File: src/design/watch_pkg.sv
package watch_pkg;

    localparam int CLOCKS_PER_TICK = 1000;  // 1 MHz clock to 1 ms tick
    localparam int TICKS_PER_SECOND = 1000;
    localparam int SAMPLE_TICKS = 100;      // 100 ms per note
    localparam int MELODY_DEPTH = 80;
    localparam int LED_STEP = 10;

    localparam int HOUR_W = 5;
    localparam int MIN_W = 6;
    localparam int NOTE_W = 8;
    localparam int LEN_W = 7;
    localparam int MODE_W = 2;
    localparam int MODE_IN_W = 4;
    localparam int BUTTON_W = 12;
    localparam int LED_W = 8;
    localparam int TONE_W = 12;

    localparam logic [HOUR_W-1:0] HOURS_PER_DAY = 5'd24;
    localparam logic [MIN_W-1:0] MINUTES_PER_HOUR = 6'd60;

    localparam logic [MODE_W-1:0] MODE_RUN = 2'd0;
    localparam logic [MODE_W-1:0] MODE_SET_TIME = 2'd1;
    localparam logic [MODE_W-1:0] MODE_SET_ALARM = 2'd2;
    localparam logic [MODE_W-1:0] MODE_RECORD = 2'd3;

    // Full periods in clock cycles
    localparam logic [TONE_W-1:0] TONE_PERIOD_C2 = 12'd3830;
    localparam logic [TONE_W-1:0] TONE_PERIOD_D2 = 12'd3400;
    localparam logic [TONE_W-1:0] TONE_PERIOD_E2 = 12'd3038;
    localparam logic [TONE_W-1:0] TONE_PERIOD_F2 = 12'd2864;
    localparam logic [TONE_W-1:0] TONE_PERIOD_G2 = 12'd2550;
    localparam logic [TONE_W-1:0] TONE_PERIOD_A2 = 12'd2272;
    localparam logic [TONE_W-1:0] TONE_PERIOD_B2 = 12'd2028;
    localparam logic [TONE_W-1:0] TONE_PERIOD_C3 = 12'd1912;

    // Set keys share bits with record keys, meaning depends on mode
    localparam int KEY_HOUR_DOWN = 11;
    localparam int KEY_HOUR_UP = 9;
    localparam int KEY_MIN_DOWN = 8;
    localparam int KEY_MIN_UP = 6;
    localparam int KEY_SEC_DOWN = 5;
    localparam int KEY_SEC_UP = 3;
    localparam int KEY_ALARM_TOGGLE = 0;
    localparam int KEY_PLAY = 11;
    localparam int KEY_CLEAR = 10;

    typedef union packed {
        logic [BUTTON_W-1:0] keys;
        struct packed {
            logic [BUTTON_W-NOTE_W-1:0] ctrl;
            logic [NOTE_W-1:0] notes;
        } tune;
    } button_word_u;

endpackage
File: src/design/watch_top.sv
`timescale 1ns/1ps

module watch_top (
    input  logic clock,
    input  logic reset,
    input  logic [watch_pkg::MODE_IN_W-1:0] mode,
    input  logic [watch_pkg::BUTTON_W-1:0] button,
    output logic [watch_pkg::HOUR_W-1:0] hour,
    output logic [watch_pkg::MIN_W-1:0] minute,
    output logic [watch_pkg::MIN_W-1:0] second,
    output logic [watch_pkg::LED_W-1:0] led,
    output logic piezo
);
    logic tick;
    logic [watch_pkg::MODE_W-1:0] active_mode;
    watch_pkg::button_word_u key_pulse;
    logic [watch_pkg::NOTE_W-1:0] note_level;
    logic alarm_start;
    logic alarm_enabled;
    logic [watch_pkg::NOTE_W-1:0] play_note;

    panel_input panel0 (
        .clock(clock),
        .reset(reset),
        .mode(mode),
        .button(button),
        .tick(tick),
        .active_mode(active_mode),
        .key_pulse(key_pulse),
        .note_level(note_level)
    );

    time_keeper keeper0 (
        .clock(clock),
        .reset(reset),
        .tick(tick),
        .active_mode(active_mode),
        .key_pulse(key_pulse),
        .hour(hour),
        .minute(minute),
        .second(second)
    );

    alarm_unit alarm0 (
        .clock(clock),
        .reset(reset),
        .active_mode(active_mode),
        .key_pulse(key_pulse),
        .hour(hour),
        .minute(minute),
        .second(second),
        .alarm_start(alarm_start),
        .alarm_enabled(alarm_enabled)
    );

    melody_recorder recorder0 (
        .clock(clock),
        .reset(reset),
        .tick(tick),
        .active_mode(active_mode),
        .key_pulse(key_pulse),
        .note_level(note_level),
        .alarm_start(alarm_start),
        .alarm_enabled(alarm_enabled),
        .play_note(play_note),
        .led(led)
    );

    tone_generator tone0 (
        .clock(clock),
        .reset(reset),
        .play_note(play_note),
        .piezo(piezo)
    );
endmodule

File: src/design/tone_generator.sv
`timescale 1ns/1ps

module tone_generator (
    input  logic clock,
    input  logic reset,
    input  logic [watch_pkg::NOTE_W-1:0] play_note,
    output logic piezo
);
    logic [watch_pkg::TONE_W-1:0] period;
    logic [watch_pkg::TONE_W-1:0] count;

    always_comb begin
        casez (play_note)  // Highest key wins
            8'b1???????: period = watch_pkg::TONE_PERIOD_C3;
            8'b01??????: period = watch_pkg::TONE_PERIOD_B2;
            8'b001?????: period = watch_pkg::TONE_PERIOD_A2;
            8'b0001????: period = watch_pkg::TONE_PERIOD_G2;
            8'b00001???: period = watch_pkg::TONE_PERIOD_F2;
            8'b000001??: period = watch_pkg::TONE_PERIOD_E2;
            8'b0000001?: period = watch_pkg::TONE_PERIOD_D2;
            8'b00000001: period = watch_pkg::TONE_PERIOD_C2;
            default: period = '0;
        endcase
    end

    always_ff @(posedge clock or negedge reset) begin
        if (!reset) begin
            piezo <= 1'b0;
            count <= '0;
        end else if (period == '0) begin
            piezo <= 1'b0;
            count <= '0;
        end else if (count >= (period >> 1)) begin
            piezo <= ~piezo;  // Half period plus one cycles per level
            count <= '0;
        end else begin
            count <= count + 1'b1;
        end
    end
endmodule

File: src/design/melody_recorder.sv
`timescale 1ns/1ps

module melody_recorder (
    input  logic clock,
    input  logic reset,
    input  logic tick,
    input  logic [watch_pkg::MODE_W-1:0] active_mode,
    input  watch_pkg::button_word_u key_pulse,
    input  logic [watch_pkg::NOTE_W-1:0] note_level,
    input  logic alarm_start,
    input  logic alarm_enabled,
    output logic [watch_pkg::NOTE_W-1:0] play_note,
    output logic [watch_pkg::LED_W-1:0] led
);
    logic [watch_pkg::NOTE_W-1:0] melody [watch_pkg::MELODY_DEPTH];
    logic [watch_pkg::LEN_W-1:0] length;
    logic [watch_pkg::LEN_W-1:0] play_idx;
    logic [$clog2(watch_pkg::SAMPLE_TICKS)-1:0] sample_count;
    logic playing;
    logic record_mode;
    logic sample_done;
    logic clear_req;
    logic start_req;
    logic recording;
    logic store;
    logic [watch_pkg::LED_W-1:0] level_bar;

    assign record_mode = (active_mode == watch_pkg::MODE_RECORD);
    assign sample_done = (sample_count == watch_pkg::SAMPLE_TICKS - 1);
    assign clear_req = record_mode && key_pulse.keys[watch_pkg::KEY_CLEAR];
    assign start_req = (alarm_start || (record_mode && key_pulse.keys[watch_pkg::KEY_PLAY])) &&
                       !playing && (length != '0);
    assign recording = record_mode && !playing && (|note_level) &&
                       (length < watch_pkg::MELODY_DEPTH);
    assign store = tick && recording && sample_done && !clear_req && !start_req;

    always_ff @(posedge clock or negedge reset) begin
        if (!reset) begin
            length <= '0;
            play_idx <= '0;
            sample_count <= '0;
            playing <= 1'b0;
        end else if (clear_req) begin
            length <= '0;  // Old slots get overwritten by the next recording
            play_idx <= '0;
            sample_count <= '0;
            playing <= 1'b0;
        end else if (start_req) begin
            play_idx <= '0;
            sample_count <= '0;
            playing <= 1'b1;
        end else if (tick) begin
            if (playing) begin
                if (sample_done) begin
                    sample_count <= '0;
                    if (play_idx == length - 1'b1) begin
                        playing <= 1'b0;
                        play_idx <= '0;
                    end else begin
                        play_idx <= play_idx + 1'b1;
                    end
                end else begin
                    sample_count <= sample_count + 1'b1;
                end
            end else if (recording) begin
                if (sample_done) begin
                    sample_count <= '0;
                    length <= length + 1'b1;
                end else begin
                    sample_count <= sample_count + 1'b1;
                end
            end else begin
                sample_count <= '0;  // Key released, restart the note window
            end
        end
    end

    always_ff @(posedge clock) begin
        if (store) begin
            melody[length] <= note_level;
        end
    end

    always_comb begin
        for (int i = 0; i < watch_pkg::LED_W; i++) begin
            level_bar[i] = (length != '0) && (length >= i * watch_pkg::LED_STEP);
        end
        if (playing) play_note = melody[play_idx];
        else if (record_mode) play_note = note_level;
        else play_note = '0;
    end

    always_ff @(posedge clock or negedge reset) begin
        if (!reset) led <= '0;
        else if (record_mode) led <= level_bar;
        else led <= {{(watch_pkg::LED_W-1){1'b0}}, alarm_enabled};
    end
endmodule

File: src/design/alarm_unit.sv
`timescale 1ns/1ps

module alarm_unit (
    input  logic clock,
    input  logic reset,
    input  logic [watch_pkg::MODE_W-1:0] active_mode,
    input  watch_pkg::button_word_u key_pulse,
    input  logic [watch_pkg::HOUR_W-1:0] hour,
    input  logic [watch_pkg::MIN_W-1:0] minute,
    input  logic [watch_pkg::MIN_W-1:0] second,
    output logic alarm_start,
    output logic alarm_enabled
);
    logic [watch_pkg::HOUR_W-1:0] alarm_hour;
    logic [watch_pkg::MIN_W-1:0] alarm_minute;
    logic triggered;
    logic set_mode;

    assign set_mode = (active_mode == watch_pkg::MODE_SET_ALARM);
    assign alarm_start = (active_mode != watch_pkg::MODE_RECORD) && alarm_enabled && !triggered &&
                         (hour == alarm_hour) && (minute == alarm_minute) && (second == '0);

    always_ff @(posedge clock or negedge reset) begin
        if (!reset) begin
            alarm_hour <= '0;
            alarm_minute <= '0;
            alarm_enabled <= 1'b0;
            triggered <= 1'b0;
        end else begin
            if (alarm_start) begin
                triggered <= 1'b1;
            end else if (second != '0) begin
                triggered <= 1'b0;  // Rearm once the matching second has passed
            end
            if (set_mode && key_pulse.keys[watch_pkg::KEY_HOUR_DOWN]) begin
                alarm_hour <= (alarm_hour == '0) ? watch_pkg::HOURS_PER_DAY - 1'b1 : alarm_hour - 1'b1;
            end else if (set_mode && key_pulse.keys[watch_pkg::KEY_HOUR_UP]) begin
                alarm_hour <= (alarm_hour == watch_pkg::HOURS_PER_DAY - 1'b1) ? '0 : alarm_hour + 1'b1;
            end
            if (set_mode && key_pulse.keys[watch_pkg::KEY_MIN_DOWN]) begin
                alarm_minute <= (alarm_minute == '0) ? watch_pkg::MINUTES_PER_HOUR - 1'b1 :
                                alarm_minute - 1'b1;
            end else if (set_mode && key_pulse.keys[watch_pkg::KEY_MIN_UP]) begin
                alarm_minute <= (alarm_minute == watch_pkg::MINUTES_PER_HOUR - 1'b1) ? '0 :
                                alarm_minute + 1'b1;
            end
            if (set_mode && key_pulse.keys[watch_pkg::KEY_ALARM_TOGGLE]) begin
                alarm_enabled <= !alarm_enabled;
            end
        end
    end
endmodule

File: src/design/time_keeper.sv
`timescale 1ns/1ps

module time_keeper (
    input  logic clock,
    input  logic reset,
    input  logic tick,
    input  logic [watch_pkg::MODE_W-1:0] active_mode,
    input  watch_pkg::button_word_u key_pulse,
    output logic [watch_pkg::HOUR_W-1:0] hour,
    output logic [watch_pkg::MIN_W-1:0] minute,
    output logic [watch_pkg::MIN_W-1:0] second
);
    logic [$clog2(watch_pkg::TICKS_PER_SECOND)-1:0] ms_count;

    always_ff @(posedge clock or negedge reset) begin
        if (!reset) begin
            ms_count <= '0;
            hour <= '0;
            minute <= '0;
            second <= '0;
        end else if (active_mode == watch_pkg::MODE_RUN) begin
            if (tick) begin
                if (ms_count == watch_pkg::TICKS_PER_SECOND - 1) begin
                    ms_count <= '0;
                    if (second == watch_pkg::MINUTES_PER_HOUR - 1'b1) begin
                        second <= '0;
                        if (minute == watch_pkg::MINUTES_PER_HOUR - 1'b1) begin
                            minute <= '0;
                            hour <= (hour == watch_pkg::HOURS_PER_DAY - 1'b1) ? '0 : hour + 1'b1;
                        end else begin
                            minute <= minute + 1'b1;
                        end
                    end else begin
                        second <= second + 1'b1;
                    end
                end else begin
                    ms_count <= ms_count + 1'b1;
                end
            end
        end else if (active_mode == watch_pkg::MODE_SET_TIME) begin
            // Down wins if both keys of a field arrive together
            if (key_pulse.keys[watch_pkg::KEY_HOUR_DOWN]) begin
                hour <= (hour == '0) ? watch_pkg::HOURS_PER_DAY - 1'b1 : hour - 1'b1;
            end else if (key_pulse.keys[watch_pkg::KEY_HOUR_UP]) begin
                hour <= (hour == watch_pkg::HOURS_PER_DAY - 1'b1) ? '0 : hour + 1'b1;
            end
            if (key_pulse.keys[watch_pkg::KEY_MIN_DOWN]) begin
                minute <= (minute == '0) ? watch_pkg::MINUTES_PER_HOUR - 1'b1 : minute - 1'b1;
            end else if (key_pulse.keys[watch_pkg::KEY_MIN_UP]) begin
                minute <= (minute == watch_pkg::MINUTES_PER_HOUR - 1'b1) ? '0 : minute + 1'b1;
            end
            if (key_pulse.keys[watch_pkg::KEY_SEC_DOWN]) begin
                second <= (second == '0) ? watch_pkg::MINUTES_PER_HOUR - 1'b1 : second - 1'b1;
            end else if (key_pulse.keys[watch_pkg::KEY_SEC_UP]) begin
                second <= (second == watch_pkg::MINUTES_PER_HOUR - 1'b1) ? '0 : second + 1'b1;
            end
        end
    end
endmodule

File: src/design/panel_input.sv
`timescale 1ns/1ps

module panel_input (
    input  logic clock,
    input  logic reset,
    input  logic [watch_pkg::MODE_IN_W-1:0] mode,
    input  logic [watch_pkg::BUTTON_W-1:0] button,
    output logic tick,
    output logic [watch_pkg::MODE_W-1:0] active_mode,
    output watch_pkg::button_word_u key_pulse,
    output logic [watch_pkg::NOTE_W-1:0] note_level
);
    logic [$clog2(watch_pkg::CLOCKS_PER_TICK)-1:0] div_count;
    watch_pkg::button_word_u btn_sync;
    logic [watch_pkg::BUTTON_W-1:0] btn_prev;

    assign tick = (div_count == watch_pkg::CLOCKS_PER_TICK - 1);
    assign note_level = btn_sync.tune.notes;

    always_ff @(posedge clock or negedge reset) begin
        if (!reset) begin
            div_count <= '0;
            btn_sync <= '0;
            btn_prev <= '0;
        end else if (tick) begin
            div_count <= '0;
            btn_sync.keys <= button;
            btn_prev <= btn_sync.keys;  // Level seen one tick earlier
        end else begin
            div_count <= div_count + 1'b1;
        end
    end

    always_comb begin
        key_pulse.keys = tick ? (btn_sync.keys & ~btn_prev) : '0;
        if (mode[3]) active_mode = watch_pkg::MODE_SET_TIME;
        else if (mode[2]) active_mode = watch_pkg::MODE_SET_ALARM;
        else if (mode[1]) active_mode = watch_pkg::MODE_RECORD;
        else active_mode = watch_pkg::MODE_RUN;
    end
endmodule

File: config.mk
export PLATFORM = sky130hd
export DESIGN_NAME = watch_top
export DESIGN_NICKNAME = d
export VERILOG_FILES = /design/src/design/watch_pkg.sv /design/src/design/watch_top.sv /design/src/design/tone_generator.sv /design/src/design/melody_recorder.sv /design/src/design/alarm_unit.sv /design/src/design/time_keeper.sv /design/src/design/panel_input.sv
export SDC_FILE = /design/constraint.sdc
export NUM_CORES = 1
export LEC_CHECK = 0
export BUFFER_PORTS_ARGS = -buffer_cell sky130_fd_sc_hd__buf_2
export CORE_UTILIZATION = 50
export CTS_BUF_LIST = sky130_fd_sc_hd__clkbuf_4 sky130_fd_sc_hd__clkbuf_8
export DETAILED_ROUTE_END_ITERATION = 8
export MAX_ROUTING_LAYER = met4
export PLACE_DENSITY_LB_ADDON = 0.15
export SYNTH_ARGS = -nofsm -noshare
export SYNTH_HDL_FRONTEND = slang
export SYNTH_SLANG_ARGS = --single-unit
File: constraint.sdc
create_clock -name clock -period 10 [get_ports clock]
set_clock_uncertainty 0.1 [all_clocks]
set_input_delay 1 -clock clock [delete_from_list [all_inputs] [get_ports clock]]
set_output_delay 1 -clock clock [all_outputs]
set_load 0.1 [all_outputs]
# Word-level counts from Yosys, hierarchy flattened

Memories as Yosys holds them, arrays and structs flattened.
Index checks and enable logic that the tools add are counted.

Register bits after elaboration: 117
Latch bits: 0
RAM bits: 640
Memory bits (read-only): 0
Input bits: 18
Output and inout port bits: 26
Memories: 1

Add/subtract/negate cells: 17
Multipliers: 0
Div/mod/pow operators: 0
$lt $le $gt $ge: 9
Equality and inequality tests: 28
Shift operators: 0
Muxes and demuxes: 77
Bitwise logic cells: 3
Reduce and logical (&&, ||, !) cells: 64

Memories:

| memory           | depth | bits a word | rd ports | clocked after Yosys merged registers in | wr ports | line                  | text |
|---|---|---|---|---|---|---|---|
| recorder0.melody | 80    | 8           | 1        | 0                                       | 1        | melody_recorder.sv:15 | `logic [watch_pkg::NOTE_W-1:0] melody [watch_pkg::MELODY_DEPTH];` |

Operators by type and width:

| kind                                                               | number |
|---|---|
| 2-to-1 mux 6 bit                                                   | 21 |
| 2-to-1 mux 7 bit                                                   | 18 |
| one-hot mux 12 bit (8 select lines)                                | 1 |
| 2-to-1 mux 5 bit                                                   | 14 |
| 2-to-1 mux 12 bit                                                  | 3 |
| logical AND 1 bit                                                  | 28 |
| 2-to-1 mux 8 bit                                                   | 3 |
| adder 7 x 1 -> 7 bit (second input constant)                       | 3 |
| greater-or-equal comparator 7 x 6 -> 1 bit (second input constant) | 3 |
| adder 10 x 1 -> 10 bit (second input constant)                     | 2 |
| == test 10 bit (second input constant)                             | 2 |
| 2-to-1 mux 10 bit                                                  | 2 |
| adder 6 x 1 -> 6 bit (second input constant)                       | 3 |
| == test 6 bit (second input constant)                              | 3 |
| zero test 6 bit                                                    | 3 |
| nonzero test 3 bit                                                 | 6 |
| subtractor 6 x 1 -> 6 bit (second input constant)                  | 3 |
| nonzero test 2 bit                                                 | 8 |
| greater-or-equal comparator 7 x 5 -> 1 bit (second input constant) | 2 |
| adder 12 x 1 -> 12 bit (second input constant)                     | 1 |
| bitwise AND 12 bit                                                 | 1 |
| greater-or-equal comparator 12 x 11 -> 1 bit                       | 1 |
| zero test 12 bit                                                   | 1 |
| 2-to-1 mux 1 bit                                                   | 12 |
| other kinds (36)                                                   | 54 |

# Longest topological paths before layout

Gate-level depths: netlist of run 1.

Depth in word-level cells: 16
Mapped depth: 26
Mapped depth without buffers: 19

# Hierarchy

A second synthesis of run 1 with hierarchy kept.

Cell total of the unflattened synthesis: 2014
Area, all modules: 32436.1 um2

Modules (own cells, without submodules):

| module          | instances | cells each | area each (um2) |
|---|---|---|---|
| melody_recorder | 1         | 1393       | 26655.6 |
| time_keeper     | 1         | 240        | 1985.7 |
| panel_input     | 1         | 124        | 1625.3 |
| alarm_unit      | 1         | 140        | 1141.1 |
| tone_generator  | 1         | 117        | 1028.5 |

# Worst setup path after synthesis of run 1

Ideal clock, no wire load.

Path type: register -> register
Start: register recorder0.play_idx[0] (netlist name)
End: register tone0.count[2] (netlist name)
Library setup time: 86 ps
Arrival: 5435 ps
Data required time: 9814 ps
Path slack: 4379 ps
Stages on the path, launching flop included: 23
Path buffers: 4
Clock period less this slack: 5621 ps
Path through: dfrtp_1 buf_4 buf_6 buf_6 mux4_2 mux4_2 o21ai_1 a2bb2oi_2 or3b_1 or2_1 a211o_1 o21ai_0 ha_1 nand2b_1 a21o_1 a21o_1 a21o_1 a21o_1 a21o_1 a2111oi_0 nor2_1 clkbuf_1 nor3_1

Longest elaborated chain between the ends: 7

Ends and longest elaborated chain:

| element                                        | line                  | text |
|---|---|---|
| start, declared                                | melody_recorder.sv:17 | `logic [watch_pkg::LEN_W-1:0] play_idx;` |
| start signal, assigned                         | melody_recorder.sv:60 | `play_idx <= play_idx + 1'b1;` |
| memory (80 x 8 bit) *                          | -                     |  |
| 2-to-1 mux 8 bit *                             | melody_recorder.sv:88 | `if (playing) play_note = melody[play_idx];` |
| == test 8 x 1 -> 1 bit (tied with other cells) | tone_generator.sv:13  | `casez (play_note)` |
| one-hot mux 12 bit (8 select lines) *          | tone_generator.sv:13  |  |
| greater-or-equal comparator 12 x 11 -> 1 bit   | tone_generator.sv:33  | `end else if (count >= (period >> 1)) begin` |
| 2-to-1 mux 12 bit                              | tone_generator.sv:33  |  |
| 2-to-1 mux 12 bit *                            | tone_generator.sv:30  | `end else if (period == '0) begin` |
| end signal, assigned                           | tone_generator.sv:37  | `count <= count + 1'b1;` |
| end, declared                                  | tone_generator.sv:10  | `logic [watch_pkg::TONE_W-1:0] count;` |

Every way passes the cells marked *; elsewhere a longest branch is shown, timed or not.
A chain may end at the register's enable or synchronous reset.

# Worst setup path after layout of run 1

Start: register recorder0.play_idx[0] (netlist name)
End: register tone0.count[1] (netlist name)

Same word-level chain as after synthesis.

==> impl_table.tex, run 1 <==
\begin{tabular}{lr}
\hline
Metric & Value \\
\hline
\multicolumn{2}{l}{\textbf{Routing}} \\
\quad Post-route antenna net violation count & 0 \\
\quad Iter 0 DRT Violations & around 1900 \\
\quad Post-route DRC & 0 \\
\quad Vias & about 18000 \\
\quad Routed wirelength normalized by instance count & about 24 um \\
\quad Vias per Instance & 5.938 \\
\quad Post-detailed-routing wire length & roughly 74000 um \\
\quad Number of iterations in the first detailed-routing pass & 5 \\
\multicolumn{2}{l}{\textbf{Floorplan}} \\
\quad I/O Pins & 44 \\
\quad Total die area & around 65000 um2 \\
\quad Placement Rows & a little over 90 \\
\quad Die width & 254.8 um \\
\quad Initial core utilization & 0.5064 \\
\quad Die boundary height & $\sim$250 um \\
\quad Core footprint & roughly 63000 um2 \\
\multicolumn{2}{l}{\textbf{Placement}} \\
\quad Routability cong. & a little under 0.9 \\
\quad Port Buf Inserts & 42 \\
\quad Worst setup slack before clock tree synthesis & around 3000 ps \\
\quad Half-perimeter wire length after detailed placement & approximately 44000 um \\
\quad Placement-stage cell area & about 33000 um2 \\
\multicolumn{2}{l}{\textbf{Clocking}} \\
\quad Number of H-tree levels & 3 \\
\quad Post-cts repair resize count & 0 \\
\quad TritonCTS buffer count & 117 \\
\quad Clock tree from TritonCTS & done \\
\quad CTS Root Cell & clkbuf\_8 \\
\quad Clock-pin slew on the worst setup and hold paths & 70 ps \\
\quad Clock latency of the later-clocked register in the worst-skew pair & 730 ps \\
\quad Longest Clk Path Bufs & 3 \\
\quad Post-CTS setup-driven buffer insertion count & 0 \\
\quad Clock net sink count & between 700 and 800 \\
\quad Hold Buf Count CTS & 0 \\
\multicolumn{2}{l}{\textbf{Yosys}} \\
\quad Post-synthesis cell count & 2000 \\
\quad Part of the Yosys area used for sequential elements & 0.6901 \\
\quad Most used DFF post-synth & edfxtp\_1 \\
\quad Fraction of post-synthesis cell area in the top cell type by area & 0.6016 \\
\quad Post-synthesis sequential element count & approximately 750 \\
\quad Most repeated cell in the gate-level netlist after synthesis & edfxtp\_1 \\
\quad Number of distinct library cells after synthesis & 74 \\
\quad Cell Area, Synth & roughly 32000 um2 \\
\quad Average size of a mapped cell & about 16 um2 \\
\quad Largest area contributor in the netlist & edfxtp\_1 \\
\quad Count of flip-flops with a built-in enable after synthesis & 640 \\
\quad Post-synthesis async set-or-reset flop share & 0.1501 \\
\quad Yosys synthesis warning count & 0 \\
\quad Synthesized Nets & a little over 2000 \\
\quad Most used standard cells in the synthesized netlist & edfxtp\_1, nor2\_1, nand2\_1, mux4\_2, dfrtp\_1 \\
\quad Largest cells by area after synthesis & edfxtp\_1, mux4\_2, dfrtp\_1 \\
\multicolumn{2}{l}{\textbf{Timing}} \\
\quad Smallest hold slack & 220.4 ps \\
\quad RSZ-0062 raised after global routing & no \\
\quad Fmax & roughly 140 MHz \\
\quad Transition time at the pin with the least slew margin & around 1200 ps \\
\quad Post-route worst setup slack & around 3000 ps \\
\quad \# setup viols final & 0 \\
\quad Final total negative setup slack & 0 ps \\
\quad Hold Fails Final Rpt & 0 \\
\quad Period Utilization, post-route & 0.6997 \\
\quad Max transition margin & 0.1858 \\
\quad Number of slew-limit violations in the final report & 0 \\
\quad Min cycle time layout & approximately 7000 ps \\
\multicolumn{2}{l}{\textbf{Power and ir drop}} \\
\quad Switching power & about 1300 uW \\
\quad Leakage power & 0.01018 uW \\
\quad Power density cells & between 150 and 200 nW/um2 \\
\quad Combinational power share & 0.027 \\
\quad Proportion of total power due to net switching & 0.2092 \\
\quad Peak supply drop & 96.76 uV \\
\quad Cell internal pwr & roughly 4900 uW \\
\quad Share of total power in the clock network & 0.421 \\
\quad Power share of the sequential group & 0.552 \\
\multicolumn{2}{l}{\textbf{Flow run}} \\
\quad Maximum capacitance violations & 0 \\
\multicolumn{2}{l}{\textbf{Global routing}} \\
\quad Via count of the first global-routing pass & 17740 \\
\quad Global-route usage over all layers & 0.2395 \\
\quad Global-route congestion overflow total & 0 \\
\quad Pin count of the biggest net entering global routing & slightly below 90 \\
\quad Wire length of the first global-routing pass & approximately 110000 um \\
\quad Initial antenna violation count & 3 \\
\multicolumn{2}{l}{\textbf{Layout}} \\
\quad Net count of the finished layout & about 2100 \\
\quad Fraction of layout instances using a drive strength above 1 & 0.2069 \\
\quad Layout Area Growth over Synthesis & 10.59\% \\
\quad Post-route standard cell area excluding fillers & 35330 um2 \\
\multicolumn{2}{l}{\textbf{Run status}} \\
\quad Run status & finished clean \\
\multicolumn{2}{l}{\textbf{Worst setup path}} \\
\quad Crit. End Element & register \\
\quad Category of the worst setup path launch point & register \\
\quad Setup CP Type & reg -> reg \\
\quad Required time at the endpoint of the critical path & about 11000 ps \\
\quad Max FO, Critical Path & 59 \\
\quad Arrival time at the worst endpoint & approximately 7500 ps \\
\multicolumn{2}{l}{\textbf{Min path}} \\
\quad Hold crit path type & in -> async \\
\hline
\end{tabular}
## logic make-up (layout without fill, tap and decap cells)
group,Yosys count,in the layout,synth area share
flops,753,753,0.6901
simple gates,506,506,0.07434
compound gates,261,261,0.05358
mux,248,248,0.1323
buf+inv,138,308,0.02021
xor+xnor,63,63,0.01727
fa+ha+maj,31,31,0.01214
other cells,0,1,0
## layer usage
metal,global-route usage,vias to the layer above,part of all wire
li1,-,7972,-
met1,0.3259,9234,0.42
met2,0.3802,623,0.50
met3,0.03501,85,0.064
met4,0.06347,0,0.015
met5,-,-,0
## power by group through the flow
stage | Clock (uW) | Combinational (uW) | Sequential (uW)
after CTS | 2650 | 167 | 3390
final | 2590 | 166 | 3390
after global placement | 0 | 165 | 3460
after global routing | 2780 | 179 | 3390
after detailed placement | 0 | 167 | 3460
after floorplan | 0 | 117 | 3450
## placed cells by master (no fill, tap or decap), types with 38 or more instances in the layout
cell and instances:
a21oi_1 56, buf_2 41, clkbuf_4 52, clkbuf_8 126, dfrtp_1 101, edfxtp_1 640, mux2i_1 86, mux4_2 137
nand2_1 141, nand3_1 48, nor2_1 162, o21ai_0 72, xor2_1 38
## worst max-delay path: stages, from the launching register on
cell and delay (ps):
dfrtp_4 920, buf_12 450, mux4_2 610, mux2_2 320, a221oi_1 260, o32a_1 240, a2bb2oi_2 250, or3b_1 450
or2_1 310, a211o_1 310, o21ai_0 80, ha_1 240, nand2b_1 140, a21o_1 170, a21o_1 170, a21o_1 180
a21o_1 170, a21o_1 170, a2111oi_0 630, nor2_1 370, nor3b_1 260
## final cells by class
class                   instances  area (um2)
fillers                      5017       27750
flip-flops and latches        753       22070
multi-input cells            1109        9265
clock buffers                 178        2125
well taps                     846        1059
repair buffers                 68       457.9
clock inverters                32       240.2
inverters                      30       112.6
diodes                          1       2.502
## registers in the layout (all words and copies together), names as in the netlist
name                    flops
recorder0.melody          640
panel0.btn_sync            12
tone0.count                12
keeper0.ms_count           10
panel0.div_count           10
panel0.btn_prev             8
recorder0.led               8
recorder0.length            7
recorder0.play_idx          7
recorder0.sample_count      7
alarm0.alarm_minute         6
keeper0.minute              6
keeper0.second              6
alarm0.alarm_hour           5
keeper0.hour                5
alarm0.alarm_enabled        1
alarm0.triggered            1
recorder0.playing           1
tone0.piezo                 1
## through the flow
step,cells,utilization,power (uW)
after floorplan,2000,-,3570
after global placement,2806,0.5225,3623
after detailed placement,2806,0.5225,3624
after CTS,3016,0.5600,6206
after global routing,3017,0.5600,6351
final,3017,0.5600,6148
## path summary, 6_finish.rpt
| check | end | start | slack (ps) | cells after the start |
|---|---|---|---|---|
| max | tone0.count[1]$_DFF_PN0_ | recorder0.play_idx[0]$_DFFE_PN0P_ | 3000 | 20 |
| min | recorder0.play_idx[5]$_DFFE_PN0P_ | reset | 220 | 1 |
| max reg2reg | tone0.count[1]$_DFF_PN0_ | recorder0.play_idx[0]$_DFFE_PN0P_ | 3000 | 20 |
| min reg2reg | panel0.btn_prev[0]$_DFFE_PN0N_ | panel0.btn_prev[0]$_DFFE_PN0N_ | 380 | 2 |
| max in group asynchronous | panel0.btn_sync[6]$_DFFE_PN0N_ | reset | 8230 | 2 |
| min in group clock | panel0.btn_sync[11]$_DFFE_PN0N_ | button[11] | 370 | 3 |
Power figures use the tool's default switching activity.
==> run 2, diff against run 1 <==
Settings changed: ABC_AREA set to 1.
Clock period 10 ns to 7.35 ns, I/O delays scaled along.
==> impl_table.tex, run 2 <==
\begin{tabular}{lr}
\hline
Metric & Value \\
\hline
\multicolumn{2}{l}{\textbf{Run status}} \\
\quad Run status & finished with violations (was finished clean) \\
\quad Violated checks & design-rule violations \\
\multicolumn{2}{l}{\textbf{Routing}} \\
\quad Post-route antenna net violation count & 0 (unchanged) \\
\quad Post-route DRC & 1 (was 0) \\
\quad Vias & 23490 (was 17910) \\
\quad Vias per Instance & 5.573 (was 5.938) \\
\quad Number of iterations in the first detailed-routing pass & 9 (was 5) \\
\quad Iter 0 DRT Violations & 2646 (was 1889) \\
\quad Routed wirelength normalized by instance count & 20.19 um (was 24.41 um) \\
\quad Post-detailed-routing wire length & 85090 um (was 73650 um) \\
\multicolumn{2}{l}{\textbf{Placement}} \\
\quad Routability cong. & 0.9278 (was 0.8794) \\
\quad Worst setup slack before clock tree synthesis & 1622 ps (was 3002 ps) \\
\quad Half-perimeter wire length after detailed placement & 49960 um (was 44480 um) \\
\quad Port Buf Inserts & 42 (unchanged) \\
\quad Number of instances in the placed design & 3993 (was 2806) \\
\multicolumn{2}{l}{\textbf{Floorplan}} \\
\quad Core footprint & 66100 um2 (was 63080 um2) \\
\quad Total die area & 68140 um2 (was 64910 um2) \\
\quad Placement Rows & 94 (was 92) \\
\quad Die boundary height & 261.0 um (was 254.8 um) \\
\quad Die width & 261.0 um (was 254.8 um) \\
\quad I/O Pins & 44 (unchanged) \\
\quad Initial core utilization & 0.5076 (was 0.5064) \\
\multicolumn{2}{l}{\textbf{Clocking}} \\
\quad Longest Clk Path Bufs & 3 (unchanged) \\
\quad Clock net sink count & 753 (unchanged) \\
\quad CTS Root Cell & clkbuf\_8 (unchanged) \\
\quad Post-cts repair resize count & 0 (unchanged) \\
\quad Clock latency of the later-clocked register in the worst-skew pair & 760 ps (was 730 ps) \\
\quad Number of H-tree levels & 3 (unchanged) \\
\quad Clock tree from TritonCTS & done (unchanged) \\
\quad TritonCTS buffer count & 118 (was 117) \\
\quad Post-CTS setup-driven buffer insertion count & 0 (unchanged) \\
\quad Clock-pin slew on the worst setup and hold paths & 60 ps (was 70 ps) \\
\multicolumn{2}{l}{\textbf{Yosys}} \\
\quad Most used DFF post-synth & edfxtp\_1 (unchanged) \\
\quad Yosys synthesis warning count & 0 (unchanged) \\
\quad Synthesized Nets & 3254 (was 2049) \\
\quad Largest cells by area after synthesis & edfxtp\_1, dfrtp\_1, nand2\_1 (was edfxtp\_1, mux4\_2, dfrtp\_1) \\
\quad Cell Area, Synth & 33550 um2 (was 31950 um2) \\
\quad Post-synthesis sequential element count & 753 (unchanged) \\
\quad Most repeated cell in the gate-level netlist after synthesis & edfxtp\_1 (unchanged) \\
\quad Average size of a mapped cell & 10.47 um2 (was 15.97 um2) \\
\quad Most used standard cells in the synthesized netlist & edfxtp\_1, nand2\_1, nor2\_1, nand3\_1, o21ai\_0 (was edfxtp\_1, nor2\_1, nand2\_1, mux4\_2, dfrtp\_1) \\
\quad Count of flip-flops with a built-in enable after synthesis & 640 (unchanged) \\
\quad Fraction of post-synthesis cell area in the top cell type by area & 0.5728 (was 0.6016) \\
\quad Post-synthesis cell count & 3205 (was 2000) \\
\quad Post-synthesis async set-or-reset flop share & 0.1501 (unchanged) \\
\quad Part of the Yosys area used for sequential elements & 0.6571 (was 0.6901) \\
\quad Largest area contributor in the netlist & edfxtp\_1 (unchanged) \\
\quad Number of distinct library cells after synthesis & 54 (was 74) \\
\multicolumn{2}{l}{\textbf{Power and ir drop}} \\
\quad Power density cells & 241.7 nW/um2 (was 174.0 nW/um2) \\
\quad Power share of the sequential group & 0.528 (was 0.552) \\
\quad Combinational power share & 0.078 (was 0.027) \\
\quad Proportion of total power due to net switching & 0.2544 (was 0.2092) \\
\quad Cell internal pwr & 6627 uW (was 4862 uW) \\
\quad Peak supply drop & 164.1 uV (was 96.76 uV) \\
\quad Leakage power & 0.01195 uW (was 0.01018 uW) \\
\quad Share of total power in the clock network & 0.394 (was 0.421) \\
\quad Switching power & 2261 uW (was 1286 uW) \\
\multicolumn{2}{l}{\textbf{Timing}} \\
\quad Min cycle time layout & 5705 ps (was 6997 ps) \\
\quad Transition time at the pin with the least slew margin & 1290 ps (was 1218 ps) \\
\quad Post-route worst setup slack & 1645 ps (was 3003 ps) \\
\quad RSZ-0062 raised after global routing & no (unchanged) \\
\quad Final total negative setup slack & 0 ps (unchanged) \\
\quad Period Utilization, post-route & 0.7763 (was 0.6997) \\
\quad Smallest hold slack & 137.6 ps (was 220.4 ps) \\
\quad Hold Fails Final Rpt & 0 (unchanged) \\
\quad \# setup viols final & 0 (unchanged) \\
\quad Max transition margin & 0.1347 (was 0.1858) \\
\quad Fmax & 175.3 MHz (was 142.9 MHz) \\
\quad Number of slew-limit violations in the final report & 0 (unchanged) \\
\multicolumn{2}{l}{\textbf{Global routing}} \\
\quad Initial antenna violation count & 1 (was 3) \\
\quad Wire length of the first global-routing pass & 132100 um (was 111200 um) \\
\quad Via count of the first global-routing pass & 22910 (was 17740) \\
\quad Pin count of the biggest net entering global routing & 192 (was 87) \\
\quad Global-route congestion overflow total & 0 (unchanged) \\
\quad Global-route usage over all layers & 0.2617 (was 0.2395) \\
\multicolumn{2}{l}{\textbf{Layout}} \\
\quad Largest regs & recorder0.melody x640, panel0.btn\_sync x12, tone0.count x12 (unchanged) \\
\quad Max FFs per register & 640 (unchanged) \\
\quad Fraction of layout instances using a drive strength above 1 & 0.09528 (was 0.2069) \\
\quad Most frequent cells in the layout & edfxtp\_1, nand2\_1, nor2\_1 (was edfxtp\_1, nor2\_1, nand2\_1) \\
\quad Non-filler instance count after layout & 4214 (was 3017) \\
\quad Layout Area Growth over Synthesis & 9.576\% (was 10.59\%) \\
\quad Most common cell after layout, fill and taps aside & edfxtp\_1 (unchanged) \\
\quad Largest register by flop count & recorder0.melody (unchanged) \\
\quad Net count of the finished layout & 3300 (was 2128) \\
\quad Post-route core utilization & 0.5562 (was 0.5600) \\
\multicolumn{2}{l}{\textbf{Worst setup path}} \\
\quad Crit path buffers/inverters & 4 (was 1) \\
\quad Category of the worst setup path launch point & register (unchanged) \\
\quad Slowest Stage Delay on Critical Path & 910 ps (was 920 ps) \\
\quad Crit. End Element & register (unchanged) \\
\quad Max FO, Critical Path & 72 (was 59) \\
\quad Critical path's slowest cell & dfrtp\_4 (unchanged) \\
\quad Setup CP Type & reg -> reg (unchanged) \\
\quad Setup slack of the most critical reg-to-reg path & 1640 ps (was 3000 ps) \\
\quad Required time at the endpoint of the critical path & 7870 ps (was 10520 ps) \\
\quad Top Family by Delay on Critical Path & simple AND/OR/NAND/NOR gates (was compound AO/OA/AOI/OAI gates) \\
\quad Arrival time at the worst endpoint & 6220 ps (was 7520 ps) \\
\quad Cell type with the highest occurrence count on the critical path & nand2\_1 (was a21o\_1) \\
\multicolumn{2}{l}{\textbf{Flow run}} \\
\quad Maximum capacitance violations & 0 (unchanged) \\
\multicolumn{2}{l}{\textbf{Min path}} \\
\quad Hold crit path type & in -> reg (was in -> async) \\
\hline
\end{tabular}
-- run 2: changes by cell type after synthesis, sizes merged, moves of 82 or more --
cell and change:
inv +199, mux2i -82, nand2 +423, nand3 +200, nor2 +398, mux4 -137, o21ai +215
-- run 2: tightest hold or removal path, stage by stage --
cell and delay (ps):
buf_2 90, nand2_1 50, o21ai_0 60
-- run 2: logic make-up (layout without fill, tap and decap cells) --
| logic type | count (synthesis) | in the layout | synth area share |
|---|---|---|---|
| AND/OR/NAND/NOR | 1476 | 1476 | 0.1822 |
| flip-flops | 753 | 753 | 0.6571 |
| AO/OA/AOI/OAI | 505 | 505 | 0.08551 |
| buffers and inverters | 389 | 532 | 0.05019 |
| XOR/XNOR | 47 | 47 | 0.01227 |
| adder cells (fa/ha/maj) | 31 | 31 | 0.01156 |
| multiplexers | 4 | 4 | 0.001193 |
| other | 0 | 2 | 0 |
-- run 2: final timing paths --
kind	cells past startpoint	end	startpoint
max	33	tone0.piezo$_DFFE_PN0P_	recorder0.play_idx[0]$_DFFE_PN0P_
min	3	panel0.btn_sync[8]$_DFFE_PN0N_	button[8]
max reg2reg	33	tone0.piezo$_DFFE_PN0P_	recorder0.play_idx[0]$_DFFE_PN0P_
min reg2reg	1	panel0.div_count[0]$_DFF_PN0_	panel0.div_count[0]$_DFF_PN0_
max in group asynchronous	3	recorder0.led[4]$_DFF_PN0_	reset
min in group asynchronous	2	tone0.count[5]$_DFF_PN0_	reset
-- run 2: metal layers --
metal,share of wire,vias to the layer above,GRT usage
li1,-,11160,-
met1,0.43,11360,0.3533
met2,0.47,821,0.4050
met3,0.066,151,0.04046
met4,0.029,0,0.09109
met5,0,-,-
-- run 2: power groups by stage --
stage / clock (uW) / combinational, uW / sequential (uW)
after floorplan: 0 / 344 / 4970
after global placement: 0 / 677 / 4780
after detailed placement: 0 / 690 / 4780
after CTS: 3570 / 692 / 4690
after global routing: 3750 / 757 / 4700
final: 3500 / 692 / 4690
-- run 2: area by class of cell --
type / count / area [um2]
Fill cell: 5743 / 29330
Sequential cell: 753 / 22060
Multi-Input combinational cell: 2063 / 9824
Clock buffer: 163 / 1993
Tap cell: 864 / 1081
Inverter: 235 / 890.9
Timing Repair Buffer: 80 / 563.0
Clock inverter: 54 / 344.1
Antenna cell: 2 / 5.005
-- run 2: what timing repair did --
item	CTS	global route
endpoints found under the setup margin	0	0
hold buffers	1	0
endpoints found under the hold margin	47	0
-- run 2: per-stage QoR --
step,power [uW],instance area [um2]
after floorplan,5315,33550
after global routing,9205,36770
final,8888,36770
after CTS,8951,36750
after detailed placement,5468,34410
after global placement,5455,34410
==> run 3, diff against run 2 <==
Settings changed: ABC_AREA 1 to 0.
Clock period 7.35 ns to 5.2 ns, I/O delays scaled along.
==> impl_table.tex, run 3 (synthesis results as in run 1) <==
\begin{tabular}{lr}
\hline
Metric & Value \\
\hline
\multicolumn{2}{l}{\textbf{Min path}} \\
\quad Worst hold path startpoint & mode[1] (was button[8]) \\
\quad Hold crit path type & in -> reg (unchanged) \\
\quad Endpoint with the worst hold slack & keeper0.ms\_count[1]\$\_DFFE\_PN0P\_ (was panel0.btn\_sync[8]\$\_DFFE\_PN0N\_) \\
\quad Hold path depth & 5 (was 3) \\
\multicolumn{2}{l}{\textbf{Floorplan}} \\
\quad Die width & 254.8 um (was 261.0 um) \\
\quad Core footprint & 63080 um2 (was 66100 um2) \\
\quad Die boundary height & 254.8 um (was 261.0 um) \\
\quad Total die area & 64910 um2 (was 68140 um2) \\
\quad I/O Pins & 44 (unchanged) \\
\quad Placement Rows & 92 (was 94) \\
\quad Initial core utilization & 0.5064 (was 0.5076) \\
\multicolumn{2}{l}{\textbf{Power and ir drop}} \\
\quad Peak supply drop & 238.3 uV (was 164.1 uV) \\
\quad Power density cells & 328.0 nW/um2 (was 241.7 nW/um2) \\
\quad Leakage power & 0.01108 uW (was 0.01195 uW) \\
\multicolumn{2}{l}{\textbf{Clocking}} \\
\quad CTS Root Cell & clkbuf\_8 (unchanged) \\
\quad Number of H-tree levels & 3 (unchanged) \\
\quad Longest Clk Path Bufs & 3 (unchanged) \\
\quad Clock tree from TritonCTS & done (unchanged) \\
\quad Clock latency of the later-clocked register in the worst-skew pair & 750 ps (was 760 ps) \\
\quad TritonCTS buffer count & 118 (unchanged) \\
\quad Clock-pin slew on the worst setup and hold paths & 60 ps (about the same) \\
\quad Clock net sink count & 753 (unchanged) \\
\multicolumn{2}{l}{\textbf{Global routing}} \\
\quad Global-route congestion overflow total & 0 (unchanged) \\
\quad Global-route usage over all layers & 0.2422 (was 0.2617) \\
\quad Wire length of the first global-routing pass & 112900 um (was 132100 um) \\
\quad Pin count of the biggest net entering global routing & 85 (was 192) \\
\quad Via count of the first global-routing pass & 18720 (was 22910) \\
\quad Initial antenna violation count & 1 (unchanged) \\
\multicolumn{2}{l}{\textbf{Timing}} \\
\quad Transition time at the pin with the least slew margin & 1025 ps (was 1290 ps) \\
\quad Max transition margin & 0.3148 (was 0.1347) \\
\quad Min cycle time layout & 5514 ps (was 5705 ps) \\
\quad Number of slew-limit violations in the final report & 0 (unchanged) \\
\quad Smallest hold slack & 235.8 ps (was 137.6 ps) \\
\quad Fmax & 181.4 MHz (was 175.3 MHz) \\
\quad \# setup viols final & 13 (was 0) \\
\quad RSZ-0062 raised after global routing & yes (was no) \\
\quad Hold Fails Final Rpt & 0 (unchanged) \\
\quad Period Utilization, post-route & 1.060 (was 0.7763) \\
\quad Final total negative setup slack & -3059 ps (was 0 ps) \\
\quad Post-route worst setup slack & -314.0 ps (was 1645 ps) \\
\multicolumn{2}{l}{\textbf{Worst setup path}} \\
\quad Setup CP Type & reg -> reg (unchanged) \\
\quad Cell type with the highest occurrence count on the critical path & a21o\_1 (was nand2\_1) \\
\quad Depth of the worst register-to-register path & 23 (was 33) \\
\quad Cell breakdown of the critical path & buf\_12 > buf\_6 > buf\_12 > mux4\_2 > mux2\_4 > a221o\_1 > o211ai\_1 > a21oi\_2 > or3b\_4 > or2\_4 > a211o\_1 > o21ai\_2 > ha\_1 > nand2b\_4 > a21o\_1 > a21o\_1 > a21o\_1 > a21o\_1 > a21o\_1 > a2111oi\_4 > buf\_4 > or3\_4 > a21oi\_2 \\
\quad Reg2Reg Capture Point & tone0.piezo\$\_DFFE\_PN0P\_ (unchanged) \\
\quad Crit. End Element & register (unchanged) \\
\quad Critical path's slowest cell & dfrtp\_4 (unchanged) \\
\quad Slowest Stage Delay on Critical Path & 530 ps (was 910 ps) \\
\quad RR Startpoint & recorder0.play\_idx[0]\$\_DFFE\_PN0P\_ (unchanged) \\
\quad Category of the worst setup path launch point & register (unchanged) \\
\quad Required time at the endpoint of the critical path & 5680 ps (was 7870 ps) \\
\quad Setup slack of the most critical reg-to-reg path & -310 ps (was 1640 ps) \\
\quad Max FO, Critical Path & 8 (was 72) \\
\quad Arrival time at the worst endpoint & 6000 ps (was 6220 ps) \\
\multicolumn{2}{l}{\textbf{Layout}} \\
\quad Layout Area Growth over Synthesis & 15.93\% (was 9.576\%) \\
\quad Most common cell after layout, fill and taps aside & edfxtp\_1 (unchanged) \\
\quad Most frequent cells in the layout & edfxtp\_1, nor2\_1, buf\_4 (was edfxtp\_1, nand2\_1, nor2\_1) \\
\quad Fraction of layout instances using a drive strength above 1 & 0.2702 (was 0.09528) \\
\quad Largest regs & recorder0.melody x640, panel0.btn\_sync x12, tone0.count x12 (unchanged) \\
\quad Max FFs per register & 640 (unchanged) \\
\quad Net count of the finished layout & 2284 (was 3300) \\
\quad Largest register by flop count & recorder0.melody (unchanged) \\
\multicolumn{2}{l}{\textbf{Placement}} \\
\quad Half-perimeter wire length after detailed placement & 48200 um (was 49960 um) \\
\quad Port Buf Inserts & 42 (unchanged) \\
\quad Worst setup slack before clock tree synthesis & -244.4 ps (was 1622 ps) \\
\quad Routability cong. & 0.9059 (was 0.9278) \\
\multicolumn{2}{l}{\textbf{Routing}} \\
\quad Iter 0 DRT Violations & 1485 (was 2646) \\
\quad Post-detailed-routing wire length & 74940 um (was 85090 um) \\
\quad Vias & 18510 (was 23490) \\
\quad Post-route DRC & 0 (was 1) \\
\quad Routed wirelength normalized by instance count & 23.55 um (was 20.19 um) \\
\quad Number of iterations in the first detailed-routing pass & 5 (was 9) \\
\quad Vias per Instance & 5.816 (was 5.573) \\
\quad Post-route antenna net violation count & 0 (unchanged) \\
\multicolumn{2}{l}{\textbf{Flow run}} \\
\quad Maximum capacitance violations & 0 (unchanged) \\
\multicolumn{2}{l}{\textbf{Run status}} \\
\quad Violated checks & negative setup slack (was design-rule violations) \\
\quad Run status & finished with violations (unchanged) \\
\hline
\end{tabular}
## run 3: repair_timing
item | in CTS | in global routing
setup endpoints to repair | 13 | 13
resized for setup | 5 | 32
hold endpoints to repair | 74 | 0
setup buffers | 0 | 15
gates cloned | 0 | 1
hold buffers | 13 | 0
pin swaps | 0 | 25
## run 3: cell type report
| type | count | area [um2] |
|---|---|---|
| fillers | 4881 | 26050 |
| flip-flops and latches | 753 | 22070 |
| multi-input cells | 1110 | 9444 |
| clock buffers | 181 | 2178 |
| repair buffers | 222 | 1842 |
| well taps | 846 | 1059 |
| clock inverters | 39 | 329.1 |
| inverters | 30 | 112.6 |
| diodes | 1 | 2.502 |
## run 3: how the worst max path moves through the flow
stage	cells after the start	slack (ps)	to	from
floorplan	22	-10	tone0.count[2]$_DFF_PN0_	recorder0.play_idx[0]$_DFFE_PN0P_
global placement	22	-200	tone0.count[1]$_DFF_PN0_	recorder0.play_idx[0]$_DFFE_PN0P_
detailed placement	22	-240	tone0.count[1]$_DFF_PN0_	recorder0.play_idx[0]$_DFFE_PN0P_
CTS	21	-250	tone0.count[1]$_DFF_PN0_	recorder0.play_idx[0]$_DFFE_PN0P_
global route	24	-450	tone0.piezo$_DFFE_PN0P_	recorder0.play_idx[0]$_DFFE_PN0P_
finish	23	-310	tone0.piezo$_DFFE_PN0P_	recorder0.play_idx[0]$_DFFE_PN0P_
## run 3: worst max-delay path, delay by kind of cell (launching register included)
family | cells | cell delay (ps)
compound gates | 12 | 2370
fa+ha+maj | 1 | 230
buf+inv | 4 | 600
flops | 1 | 530
mux | 2 | 680
simple gates | 4 | 870
## run 3: power breakdown
group | internal (uW) | leakage, uW | switching (uW)
combinational | 193 | 0.00476 | 233
clock | 2920 | 0.00133 | 2290
sequential | 6480 | 0.00499 | 31.0
## run 3: through the flow
step	instances	util	area (um2)	power [uW]
finish	3182	0.5871	37030	12150
global route	3182	0.5871	37030	12520
CTS	3166	0.5829	36770	12230
detailed placement	2933	0.5407	34110	7037
global placement	2933	0.5407	34110	7032
floorplan	2000	-	32060	6876
## run 3: routing by layer
layer,vias to the layer above,share of wire,GRT usage
met2,580,0.48,0.3717
met5,-,0,-
met1,9475,0.43,0.3237
met4,0,0.029,0.08862
met3,136,0.061,0.04654
li1,8316,-,-
